--- src/logic/bridgePkg.sv ---
// Local bus to PCI bridge
// Shared types and constants
package bridgePkg;

    ////////////////////
    // Bus widths
    ////////////////////

    typedef logic [31:0] addrT;
    typedef logic [31:0] dataT;
    typedef logic [3:0]  pciCmdT;
    typedef logic [4:0]  idselT;

    // Queue entry is {cmd, addr, data, idsel}, command in the top bits
    localparam int fifoWordW = $bits(pciCmdT) + $bits(addrT) + $bits(dataT) + $bits(idselT);
    typedef logic [fifoWordW-1:0] fifoWordT;

    ////////////////////
    // PCI commands
    ////////////////////

    localparam pciCmdT cmdMemRead  = 4'h6;
    localparam pciCmdT cmdMemWrite = 4'h7;
    localparam pciCmdT cmdCfgRead  = 4'hA;
    localparam pciCmdT cmdCfgWrite = 4'hB;

    ////////////////////
    // Address map and sizing
    ////////////////////

    // Top nibble C selects config space
    localparam logic [3:0] cfgWindow = 4'hC;
    localparam int slotCount  = 5;
    localparam int fifoDepth  = 4;
    localparam int fifoPtrW   = $clog2(fifoDepth);
    localparam int fifoCntW   = $clog2(fifoDepth + 1);
    // Data phase cycles without DEVSEL before giving up
    localparam int abortLimit = 5;
    localparam int abortCntW  = $clog2(abortLimit);

    // PCI master sequencing
    typedef enum logic [1:0] {stIdle, stAddr, stData, stTurn} pciStateT;

endpackage

--- src/logic/cycleDecode.sv ---
// Request decode
// Sorts CPU requests into memory or config cycles
`timescale 1ns/1ps

module cycleDecode (
    input  logic               CLK40,
    input  logic               rstN,
    input  logic               cpuValid,
    input  logic               cpuRnW,
    input  bridgePkg::addrT    cpuAddr,
    input  bridgePkg::dataT    cpuWrData,
    input  logic               full,
    input  logic               readPending,
    output logic               cpuReady,
    output logic               pushValid,
    output bridgePkg::fifoWordT pushWord,
    output logic               accept,
    output logic               acceptRnW
);
    import bridgePkg::*;

    logic       isCfg;
    logic [2:0] slotNum;
    pciCmdT     decCmd;
    addrT       decAddr;
    idselT      decIdsel;

    ////////////////////
    // Handshake
    ////////////////////

    // No room, read outstanding, or a push still in flight
    // Waiting on the in-flight push keeps full current
    assign cpuReady  = !full && !readPending && !pushValid;
    assign accept    = cpuValid && cpuReady;
    assign acceptRnW = cpuRnW;

    ////////////////////
    // Decode
    ////////////////////

    assign isCfg   = (cpuAddr[31:28] == cfgWindow);
    // Device number field of a type-0 address
    assign slotNum = cpuAddr[13:11];

    always_comb begin
        if (isCfg) begin
            decCmd   = cpuRnW ? cmdCfgRead : cmdCfgWrite;
            // Only the register number survives
            decAddr  = {21'd0, cpuAddr[10:2], 2'b00};
        end else begin
            decCmd   = cpuRnW ? cmdMemRead : cmdMemWrite;
            decAddr  = cpuAddr;
        end
        // One-hot IDSEL, nothing for slots with no socket
        if (isCfg && (slotNum < slotCount)) begin
            decIdsel = idselT'(1) << slotNum;
        end else begin
            decIdsel = '0;
        end
    end

    ////////////////////
    // Push register
    ////////////////////

    always_ff @(posedge CLK40 or negedge rstN) begin
        if (!rstN) begin
            pushValid <= 1'b0;
        end else begin
            pushValid <= accept;
        end
    end

    // Entry payload
    always_ff @(posedge CLK40) begin
        if (accept) begin
            pushWord <= {decCmd, decAddr, cpuWrData, decIdsel};
        end
    end

endmodule

--- src/logic/cycleTermination.sv ---
// Cycle termination
// Acknowledge and read data back to the CPU
`timescale 1ns/1ps

module cycleTermination (
    input  logic            CLK40,
    input  logic            rstN,
    input  logic            accept,
    input  logic            acceptRnW,
    input  logic            readDone,
    input  bridgePkg::dataT readData,
    output logic            readPending,
    output logic            cpuRspValid,
    output bridgePkg::dataT cpuRdData
);

    logic writeAck;
    logic readAck;

    ////////////////////
    // Acknowledge sources
    ////////////////////

    // Posted write, acked straight away
    assign writeAck = accept && !acceptRnW;
    // Read finished on PCI
    assign readAck  = readDone && readPending;

    ////////////////////
    // Pending read and ack pulse
    ////////////////////

    always_ff @(posedge CLK40 or negedge rstN) begin
        if (!rstN) begin
            readPending <= 1'b0;
            cpuRspValid <= 1'b0;
        end else begin
            // Single outstanding read
            if (accept && acceptRnW) begin
                readPending <= 1'b1;
            end else if (readAck) begin
                readPending <= 1'b0;
            end
            cpuRspValid <= writeAck || readAck;
        end
    end

    // Data lines up with the ack pulse
    always_ff @(posedge CLK40) begin
        if (readAck) begin
            cpuRdData <= readData;
        end
    end

endmodule

--- src/logic/pciBridgeTop.sv ---
// Local bus to PCI bridge
`timescale 1ns/1ps

module pciBridgeTop (
    input  logic              CLK40,
    input  logic              rstN,
    input  logic              cpuValid,
    input  logic              cpuRnW,
    input  bridgePkg::addrT   cpuAddr,
    input  bridgePkg::dataT   cpuWrData,
    input  logic              trdyN,
    input  logic              devselN,
    input  bridgePkg::dataT   adIn,
    output logic              cpuReady,
    output logic              cpuRspValid,
    output bridgePkg::dataT   cpuRdData,
    output logic              frameN,
    output logic              irdyN,
    output bridgePkg::pciCmdT cbeN,
    output bridgePkg::dataT   adOut,
    output logic              adOe,
    output bridgePkg::idselT  idsel
);
    import bridgePkg::*;

    // Decode to queue
    logic     pushValid;
    fifoWordT pushWord;
    logic     full;
    // Queue to master
    logic     popReady;
    logic     empty;
    fifoWordT headWord;
    // Termination handshake
    logic     accept;
    logic     acceptRnW;
    logic     readPending;
    logic     readDone;
    dataT     readData;

    ////////////////////
    // CPU side
    ////////////////////

    cycleDecode cycleDecode_i (
        .CLK40(CLK40), .rstN(rstN),
        .cpuValid(cpuValid), .cpuRnW(cpuRnW), .cpuAddr(cpuAddr), .cpuWrData(cpuWrData),
        .full(full), .readPending(readPending),
        .cpuReady(cpuReady), .pushValid(pushValid), .pushWord(pushWord),
        .accept(accept), .acceptRnW(acceptRnW)
    );

    requestFifo requestFifo_i (
        .CLK40(CLK40), .rstN(rstN),
        .pushValid(pushValid), .pushWord(pushWord), .popReady(popReady),
        .full(full), .empty(empty), .headWord(headWord)
    );

    ////////////////////
    // PCI side
    ////////////////////

    pciCycleFsm pciCycleFsm_i (
        .CLK40(CLK40), .rstN(rstN),
        .empty(empty), .headWord(headWord),
        .trdyN(trdyN), .devselN(devselN), .adIn(adIn),
        .popReady(popReady), .frameN(frameN), .irdyN(irdyN), .cbeN(cbeN),
        .adOut(adOut), .adOe(adOe), .idsel(idsel),
        .readDone(readDone), .readData(readData)
    );

    cycleTermination cycleTermination_i (
        .CLK40(CLK40), .rstN(rstN),
        .accept(accept), .acceptRnW(acceptRnW),
        .readDone(readDone), .readData(readData),
        .readPending(readPending), .cpuRspValid(cpuRspValid), .cpuRdData(cpuRdData)
    );

endmodule

--- src/logic/pciCycleFsm.sv ---
// PCI master
// Runs one transaction at a time from the queue
`timescale 1ns/1ps

module pciCycleFsm (
    input  logic                CLK40,
    input  logic                rstN,
    input  logic                empty,
    input  bridgePkg::fifoWordT headWord,
    input  logic                trdyN,
    input  logic                devselN,
    input  bridgePkg::dataT     adIn,
    output logic                popReady,
    output logic                frameN,
    output logic                irdyN,
    output bridgePkg::pciCmdT   cbeN,
    output bridgePkg::dataT     adOut,
    output logic                adOe,
    output bridgePkg::idselT    idsel,
    output logic                readDone,
    output bridgePkg::dataT     readData
);
    import bridgePkg::*;

    pciStateT             state;
    pciStateT             stateNext;
    pciCmdT               curCmd;
    addrT                 curAddr;
    dataT                 curData;
    idselT                curIdsel;
    logic                 curWrite;
    logic [abortCntW-1:0] abortCnt;
    logic                 claimed;
    logic                 abortHit;
    logic                 dataEnd;

    // Big endian local side against little endian PCI
    function automatic dataT byteSwap(input dataT w);
        byteSwap = {w[7:0], w[15:8], w[23:16], w[31:24]};
    endfunction

    ////////////////////
    // Sequencing
    ////////////////////

    assign popReady = (state == stIdle) && !empty;
    assign curWrite = (curCmd == cmdMemWrite) || (curCmd == cmdCfgWrite);

    // Target ready with DEVSEL
    assign claimed  = !devselN && !trdyN;
    // Nobody decoded the address in time
    assign abortHit = devselN && (abortCnt == abortCntW'(abortLimit - 1));
    assign dataEnd  = (state == stData) && (claimed || abortHit);

    always_comb begin
        stateNext = state;
        case (state)
            stIdle:  if (!empty) stateNext = stAddr;
            stAddr:  stateNext = stData;
            stData:  if (dataEnd) stateNext = stTurn;
            stTurn:  stateNext = stIdle;
            default: stateNext = stIdle;
        endcase
    end

    always_ff @(posedge CLK40 or negedge rstN) begin
        if (!rstN) begin
            state    <= stIdle;
            abortCnt <= '0;
            readDone <= 1'b0;
        end else begin
            state    <= stateNext;
            readDone <= dataEnd && !curWrite;
            if (state == stAddr) begin
                abortCnt <= '0;
            end else if ((state == stData) && devselN && !abortHit) begin
                abortCnt <= abortCnt + 1'b1;
            end
        end
    end

    ////////////////////
    // Transaction payload
    ////////////////////

    // Popped word held until the next pop
    always_ff @(posedge CLK40) begin
        if (popReady) begin
            {curCmd, curAddr, curData, curIdsel} <= headWord;
        end
    end

    // Master abort reads back all ones
    always_ff @(posedge CLK40) begin
        if (dataEnd && !curWrite) begin
            readData <= claimed ? byteSwap(adIn) : '1;
        end
    end

    ////////////////////
    // Bus drive
    ////////////////////

    assign frameN = (state != stAddr);
    assign irdyN  = (state != stData);
    // Write data only, reads leave AD to the target
    assign adOe   = (state == stAddr) || ((state == stData) && curWrite);
    assign idsel  = (state == stAddr) ? curIdsel : '0;

    always_comb begin
        case (state)
            stAddr: begin
                adOut = curAddr;
                cbeN  = curCmd;
            end
            stData: begin
                adOut = byteSwap(curData);
                // All four byte lanes enabled
                cbeN  = 4'b0000;
            end
            default: begin
                adOut = '0;
                cbeN  = 4'b1111;
            end
        endcase
    end

endmodule

--- src/logic/requestFifo.sv ---
// Request queue
// Holds decoded requests so writes can be posted
`timescale 1ns/1ps

module requestFifo (
    input  logic                CLK40,
    input  logic                rstN,
    input  logic                pushValid,
    input  bridgePkg::fifoWordT pushWord,
    input  logic                popReady,
    output logic                full,
    output logic                empty,
    output bridgePkg::fifoWordT headWord
);
    import bridgePkg::*;

    fifoWordT            mem [fifoDepth];
    logic [fifoPtrW-1:0] wrPtr;
    logic [fifoPtrW-1:0] rdPtr;
    logic [fifoCntW-1:0] count;
    logic                doPush;
    logic                doPop;

    ////////////////////
    // Status
    ////////////////////

    assign full     = (count == fifoCntW'(fifoDepth));
    assign empty    = (count == '0);
    // Head always visible to the FSM
    assign headWord = mem[rdPtr];

    // Drop requests that would overrun or underrun
    assign doPush = pushValid && !full;
    assign doPop  = popReady && !empty;

    ////////////////////
    // Pointers
    ////////////////////

    always_ff @(posedge CLK40 or negedge rstN) begin
        if (!rstN) begin
            wrPtr <= '0;
            rdPtr <= '0;
            count <= '0;
        end else begin
            if (doPush) begin
                // Wrap at depth
                if (wrPtr == fifoPtrW'(fifoDepth - 1)) begin
                    wrPtr <= '0;
                end else begin
                    wrPtr <= wrPtr + 1'b1;
                end
            end
            if (doPop) begin
                if (rdPtr == fifoPtrW'(fifoDepth - 1)) begin
                    rdPtr <= '0;
                end else begin
                    rdPtr <= rdPtr + 1'b1;
                end
            end
            // Both at once leaves the count alone
            case ({doPush, doPop})
                2'b10:   count <= count + 1'b1;
                2'b01:   count <= count - 1'b1;
                default: count <= count;
            endcase
        end
    end

    ////////////////////
    // Storage
    ////////////////////

    always_ff @(posedge CLK40) begin
        if (doPush) begin
            mem[wrPtr] <= pushWord;
        end
    end

endmodule

--- config.mk ---
export PLATFORM = sky130hd
export DESIGN_NAME = pciBridgeTop
export DESIGN_NICKNAME = d
export VERILOG_FILES = /design/src/logic/bridgePkg.sv /design/src/logic/cycleDecode.sv /design/src/logic/cycleTermination.sv /design/src/logic/pciBridgeTop.sv /design/src/logic/pciCycleFsm.sv /design/src/logic/requestFifo.sv
export SDC_FILE = /design/constraint.sdc
export NUM_CORES = 1
export LEC_CHECK = 0
export BUFFER_PORTS_ARGS = -buffer_cell sky130_fd_sc_hd__clkbuf_2
export CORE_ASPECT_RATIO = 0.6
export CORE_MARGIN = 5
export CORE_UTILIZATION = 32
export CTS_BUF_LIST = sky130_fd_sc_hd__clkbuf_4
export CTS_CLUSTER_DIAMETER = 150
export CTS_CLUSTER_SIZE = 12
export DETAILED_ROUTE_END_ITERATION = 7
export PLACE_DENSITY = 0.62
export REMOVE_ABC_BUFFERS = 1
export SETUP_SLACK_MARGIN = 0.2
export SYNTH_ARGS = -nofsm -noshare
export SYNTH_HDL_FRONTEND = slang
export SYNTH_SLANG_ARGS = --single-unit
export TNS_END_PERCENT = 100
--- constraint.sdc ---
create_clock -name CLK40 -period 3.3 [get_ports CLK40]
set_input_delay 0.33 -clock CLK40 [delete_from_list [all_inputs] [get_ports CLK40]]
set_output_delay 0.33 -clock CLK40 [all_outputs]
set_load 0.05 [all_outputs]
# After elaboration in Yosys (flattened, before gate mapping)
# Memory sizes are Yosys's and may differ from the RTL's. A register that Yosys moved wholly into a read port is not among the register bits.
# Cells that the tools add are included.
# classes
shift	1
n_lt_le_gt_ge	1
add_sub_neg	5
muxes	18
n_reduce_logical	36
eq_ne	16
# op_table
cell	count
$pmux 32 s2	1
$logic_and 1x1->1	17
$eq 2x2->1 const B	5
$logic_not 1->1	9
$eq 4x4->1 const B	2
$mux 2	4
$pmux 2 s4	1
$pmux 4 s2	1
$add 3x1->3 const B	2
$eq 3x3->1 const B	2
$mux 1	6
$mux 3	2
$pmux 3 s2	1
$reduce_bool 2->1	3
$mux 5	1
$shl 1x3->5 const A	1
$add 2x1->2 const B	2
$eq 2x1->1 const B	2
$eq 4x3->1 const B	1
$logic_or 1x1->1	4
$mux 4	1
$ne 2x1->1 const B	2
$ne 2x2->1 const B	2
$logic_not 3->1	1
4 further kinds	4
# totals
mem_count	1
mem_bits_rw	292
in_bits	102
ff_bits	153
output_inout_bits	78
elab_cells	92
# memory_table
memory	depth	word_bits	rd	rd_clocked_by_memory_dff	wr	line_no	rtl
requestFifo_i.mem	4	73	1	1	1	requestFifo.sv:17	fifoWordT mem [fifoDepth];

# Logic depth before layout (Yosys ltp)
# logic_depth
word_depth	7
depth_mapped	10
mapped_depth_nobuf	10

# Modules after synthesis
# Synthesis repeated with hierarchy kept, for this count alone.
# hier_totals
hier_cells	850
hier_area_um2	18831.8
# by_module_without_submodules
module	area_each_um2	seq_area_each_um2	cells_each	instances
requestFifo	10965.5	8943.6	422	1
pciCycleFsm	4359.2	3303.2	275	1
cycleDecode	2463.6	2187.1	113	1
cycleTermination	1043.5	1011.0	40	1

# Worst setup path after synthesis
# No wires, ideal clock.
# synth_timing
kind	reg-to-reg
start	reg requestFifo_i.count[0]
end	reg cycleDecode_i.pushWord[0], enable pin
synth_period_minus_slack_ns	4.100
t_arrival_ns	3.663
setup_ns	0.438
required_time_ns	2.862
stages_incl_launch_ff	4
path_buffers	0
setup_slack_ns	-0.800
path_cell_list	dfrtp_1 nor2_1 a211oi_1 and2_1
# synth_between
elab_chain_cells	5
# synth_lines
element	line_no	rtl
from (decl)	requestFifo.sv:20	logic [fifoCntW-1:0] count;
from (signal assigned)	requestFifo.sv:64	2'b10: count <= count + 1'b1;
from (signal assigned)	requestFifo.sv:65	2'b01: count <= count - 1'b1;
from (signal assigned)	requestFifo.sv:66	default: count <= count;
$eq 3x3->1	requestFifo.sv:28	assign full = (count == fifoCntW'(fifoDepth));
$logic_not 1->1	cycleDecode.sv:34	assign cpuReady = !full && !readPending && !pushValid;
$logic_and 1x1->1 (2 in series)	cycleDecode.sv:34	
named net cpuReady	pciBridgeTop.sv:14	output logic cpuReady,
$logic_and 1x1->1	cycleDecode.sv:35	assign accept = cpuValid && cpuReady;
named net accept	pciBridgeTop.sv:35	logic accept;
to (signal assigned)	cycleDecode.sv:78	pushWord <= {decCmd, decAddr, cpuWrData, decIdsel};
to (decl)	cycleDecode.sv:16	output bridgePkg::fifoWordT pushWord,
# The timed path passes the listed nets, and every way through them passes these cells.
# A chain may end at the register's enable or synchronous reset.

# Worst setup path after layout
# layout_timing
start	reg pciCycleFsm_i.state[0]
end	out adOut[12]
# layout_between
elab_chain_cells	2
elab_cells_between_ends	3
cone_classes	eq/ne (2); mux (1)
# layout_lines
element	line_no	rtl
from (decl)	pciCycleFsm.sv:25	pciStateT state;
from (signal assigned)	pciCycleFsm.sv:68	state <= stIdle;
from (signal assigned)	pciCycleFsm.sv:72	state <= stateNext;
$eq 2x2->1 or $eq 2x1->1 (tied branches)	pciCycleFsm.sv:111	case (state)
$pmux 32 s2 *	pciCycleFsm.sv:111	
to (decl)	pciBridgeTop.sv:20	output bridgePkg::dataT adOut,
# Mark *: on every way between the ends. The rest lies on a longest branch, timed or not.

==> out/metrics.yaml <==
outcome: "finished, final reports clean"
ios: 180
grt_pass1_wl_um: 58100
worst_ir_drop_vdd_v: 0.000408
yosys_most_used_dff: "edfxtp_1"
cts_max_path_buffers: 3
worstPathMaxFanout: 13
yosys-mux-area-fraction_pct: 9.04
rrSetupSlack_ns: 0.77
area_growth_pct: 19.2
clock_latency_ns: 0.75
finalSetupViolCount: 0
criticalPathCategory: "reg2out"
synth-edff-count: 496
relSlewSlack_pct: 24.4
core_um2: 57400
synth-xor-area-share_pct: 0.189
dr.pass1.iters: 5
yosys_warnings: 0
end_kind: "primary output"
multi_input_area_um2: 3030
die_x_um: 321
drv_cap: 0
netlist_instances: 832
synth_top_family_by_area: "multiplexers"
drt_iter0_drc: 627
via_per_inst: 4.54
fin_tns_setup_ns: 0
startpoint: "pciCycleFsm_i.state[0]"
yosysMostFrequentCell: "edfxtp_1"
gp_congestion: 0.729
synth_compound_area_share_pct: 1.97
synth.ff_latch_count: 512
hp-class: "in2reg"
synth_area_leaders: "edfxtp_1 80%, mux4_2 8.7%, dfrtp_1 2.2%"
slew_viol_final: 0
fin_skew_ns: 0.0475
regArea_um2: 15300
period_minus_slack_ns: 2.86
grt_max_degree: 70
regToRegEndpoint: "requestFifo_i.count[2]"
ant_nets: 0
synth_common_cells: "496 x edfxtp_1, 72 x mux4_2, 33 x a22oi_1, 33 x and2_1, 33 x or3_1"
cp.required_ns: 2.97
leakage_uw: 0.00734
cts_htree_levels: 2
cts_tree: "built"
hold_violations: 0
wirelength_um: 39400
worst_pin_slew_ns: 1.13
syn_area_per_cell_um2: 22.3
arrival_ns: 2.53
yosysUniqueCellTypes: 39
routedWlPerCell_um: 20.3
netlist.top_cell.by_area: "edfxtp_1"
timing.fmax_mhz: 350
critPathLaunchType: "register"
antenna_found_initial: 4
synth_top_area_share_pct: 80.2
pwr_density_cell_nw_per_um2: 813
die_area_um2: 63100
period_share_pct: 86.5
grt_pass1_vias: 9447
numCtsBuffers: 48
r2r-start: "pciCycleFsm_i.state[1]"
whs_path_depth: 2
drive_gt1_share_pct: 31.0
nets: 1260
groute.usage.overall_pct: 12.0
syn_area_um2: 18600
dp_hpwl_um: 22100
clock-sinks: 512
synthArstFlopShare_pct: 3.13
numPortBuffers: 179
root_buffer: "clkbuf_4"
yosys.area_share.simple_pct: 3.97
crit_end: "adOut[12]"
synth_fa_ha_area_share_pct: 0.849
grt_remaining_overflow: 0
initial_utilization_pct: 32.3
die_y_um: 197
num_vias: 8802
remaining_drc_errors: 0
rows: 68
clkTransAtPathRegs_ns: 0.16
utilization_pct: 38.5
yosysSeqAreaShare_pct: 82.4
fill_cells: 5208
rsz0062_at_grt: "no"
reg2reg_depth: 10
metal layers:
metal	share of wire (%)	GRT usage [%]	wire length (um)	vias up
li1	-	-	-	3987
met1	45	16.7	17600	4571
met2	48	19.7	18900	200
met3	6.0	2.89	2370	44
met4	1.4	2.28	569	0
met5	0	0	0	-
layout by cell type (no fill, tap or decap), types with 4 or more instances in the layout:
master / count
and2_4: 5
dlygate4sd3_1: 104
buf_4: 10
inv_1: 16
diode_2: 4
nand2_1: 6
edfxtp_1: 496
dfrtp_1: 14
mux2_2: 5
clkbuf_4: 67
buf_12: 8
or3_1: 33
o21ai_0: 8
nor2_1: 4
clkbuf_2: 179
nor2b_1: 32
a22oi_1: 32
and2_1: 28
mux4_2: 72
ha_1: 8
final cells by class:
| type | count | area share [%] |
|---|---|---|
| sequential | 512 | 69.1 |
| multi-input combinational | 263 | 13.7 |
| timing repair buffer | 304 | 10.0 |
| tap | 770 | 4.35 |
| clock buffer | 67 | 2.27 |
| inverter | 17 | 0.300 |
| clock inverter | 3 | 0.170 |
| antenna | 4 | 0.0452 |
logic make-up (layout without fill, tap and decap cells):
group,Yosys count,in the layout
AO/OA/AOI/OAI,51,51
AND/OR/NAND/NOR,119,119
other,0,4
multiplexers,77,77
adder cells (fa/ha/maj),12,12
XOR/XNOR,4,4
flip-flops,512,512
buffers and inverters,57,391
registers in the layout, indices dropped and copies added, names as in the netlist, 2 cells and up:
| signal | count |
|---|---|
| pciCycleFsm_i.readData | 32 |
| pciCycleFsm_i.curCmd | 3 |
| requestFifo_i.wrPtr | 2 |
| pciCycleFsm_i.abortCnt | 3 |
| requestFifo_i.mem | 288 |
| pciCycleFsm_i.curData | 32 |
| cycleTermination_i.cpuRdData | 32 |
| requestFifo_i.count | 3 |
| requestFifo_i.rdPtr | 2 |
| pciCycleFsm_i.curIdsel | 5 |
| pciCycleFsm_i.state | 2 |
| cycleDecode_i.pushWord | 72 |
| pciCycleFsm_i.curAddr | 32 |
worst max-delay path: stages (launching register included):
cell	delay, ns
dfrtp_1	0.45
inv_1	0.17
ha_4	0.34
buf_8	0.23
a22oi_1	0.16
nor2b_1	0.14
clkbuf_2	0.29
power breakdown:
part | internal, uW | leakage, uW | switching [uW] | total (uW)
clock network | 999 | 0.000331 | 1930 | 2920
registers | 8820 | 0.00471 | 769 | 9590
logic | 2030 | 0.00229 | 3440 | 5480
repair_timing:
item | 4_1_cts | 5_1_grt
hold endpoints to repair | 122 | 0
pin swaps | 0 | 3
setup endpoints to repair | 32 | 5
gates cloned | 0 | 0
resized for setup | 3 | 1
hold buffers | 104 | 0
setup buffers | 0 | 5
metrics by stage:
| step | worst slack, ns | cell area, um2 | total power, uW | hold slack [ns] | cells |
|---|---|---|---|---|---|
| 3_5_place_dp | 0.850 | 20400 | 15000 | 0.281 | 1757 |
| 6_report | 0.445 | 22100 | 18000 | 0.288 | 1940 |
| 5_1_grt | 0.234 | 22100 | 19000 | 0.172 | 1940 |
| 4_1_cts | 0.191 | 22100 | 18100 | 0.160 | 1931 |
| 2_1_floorplan | -0.800 | 18300 | 13200 | 0.0344 | 792 |
| 3_3_place_gp | 0.934 | 20400 | 14900 | 0.288 | 1757 |
worst min-delay path by stage:
stage	start	end	slack, ns
after floorplan	rstN	cycleDecode_i.pushValid	0.03
after global placement	rstN	pciCycleFsm_i.abortCnt[1]	0.29
after detailed placement	rstN	pciCycleFsm_i.abortCnt[1]	0.28
after CTS	cpuWrData[13]	cycleDecode_i.pushWord[18]	0.16
after global routing	cpuWrData[13]	cycleDecode_i.pushWord[18]	0.17
final	cpuWrData[13]	cycleDecode_i.pushWord[18]	0.29
No activity file was read; power rests on OpenSTA's default activity.
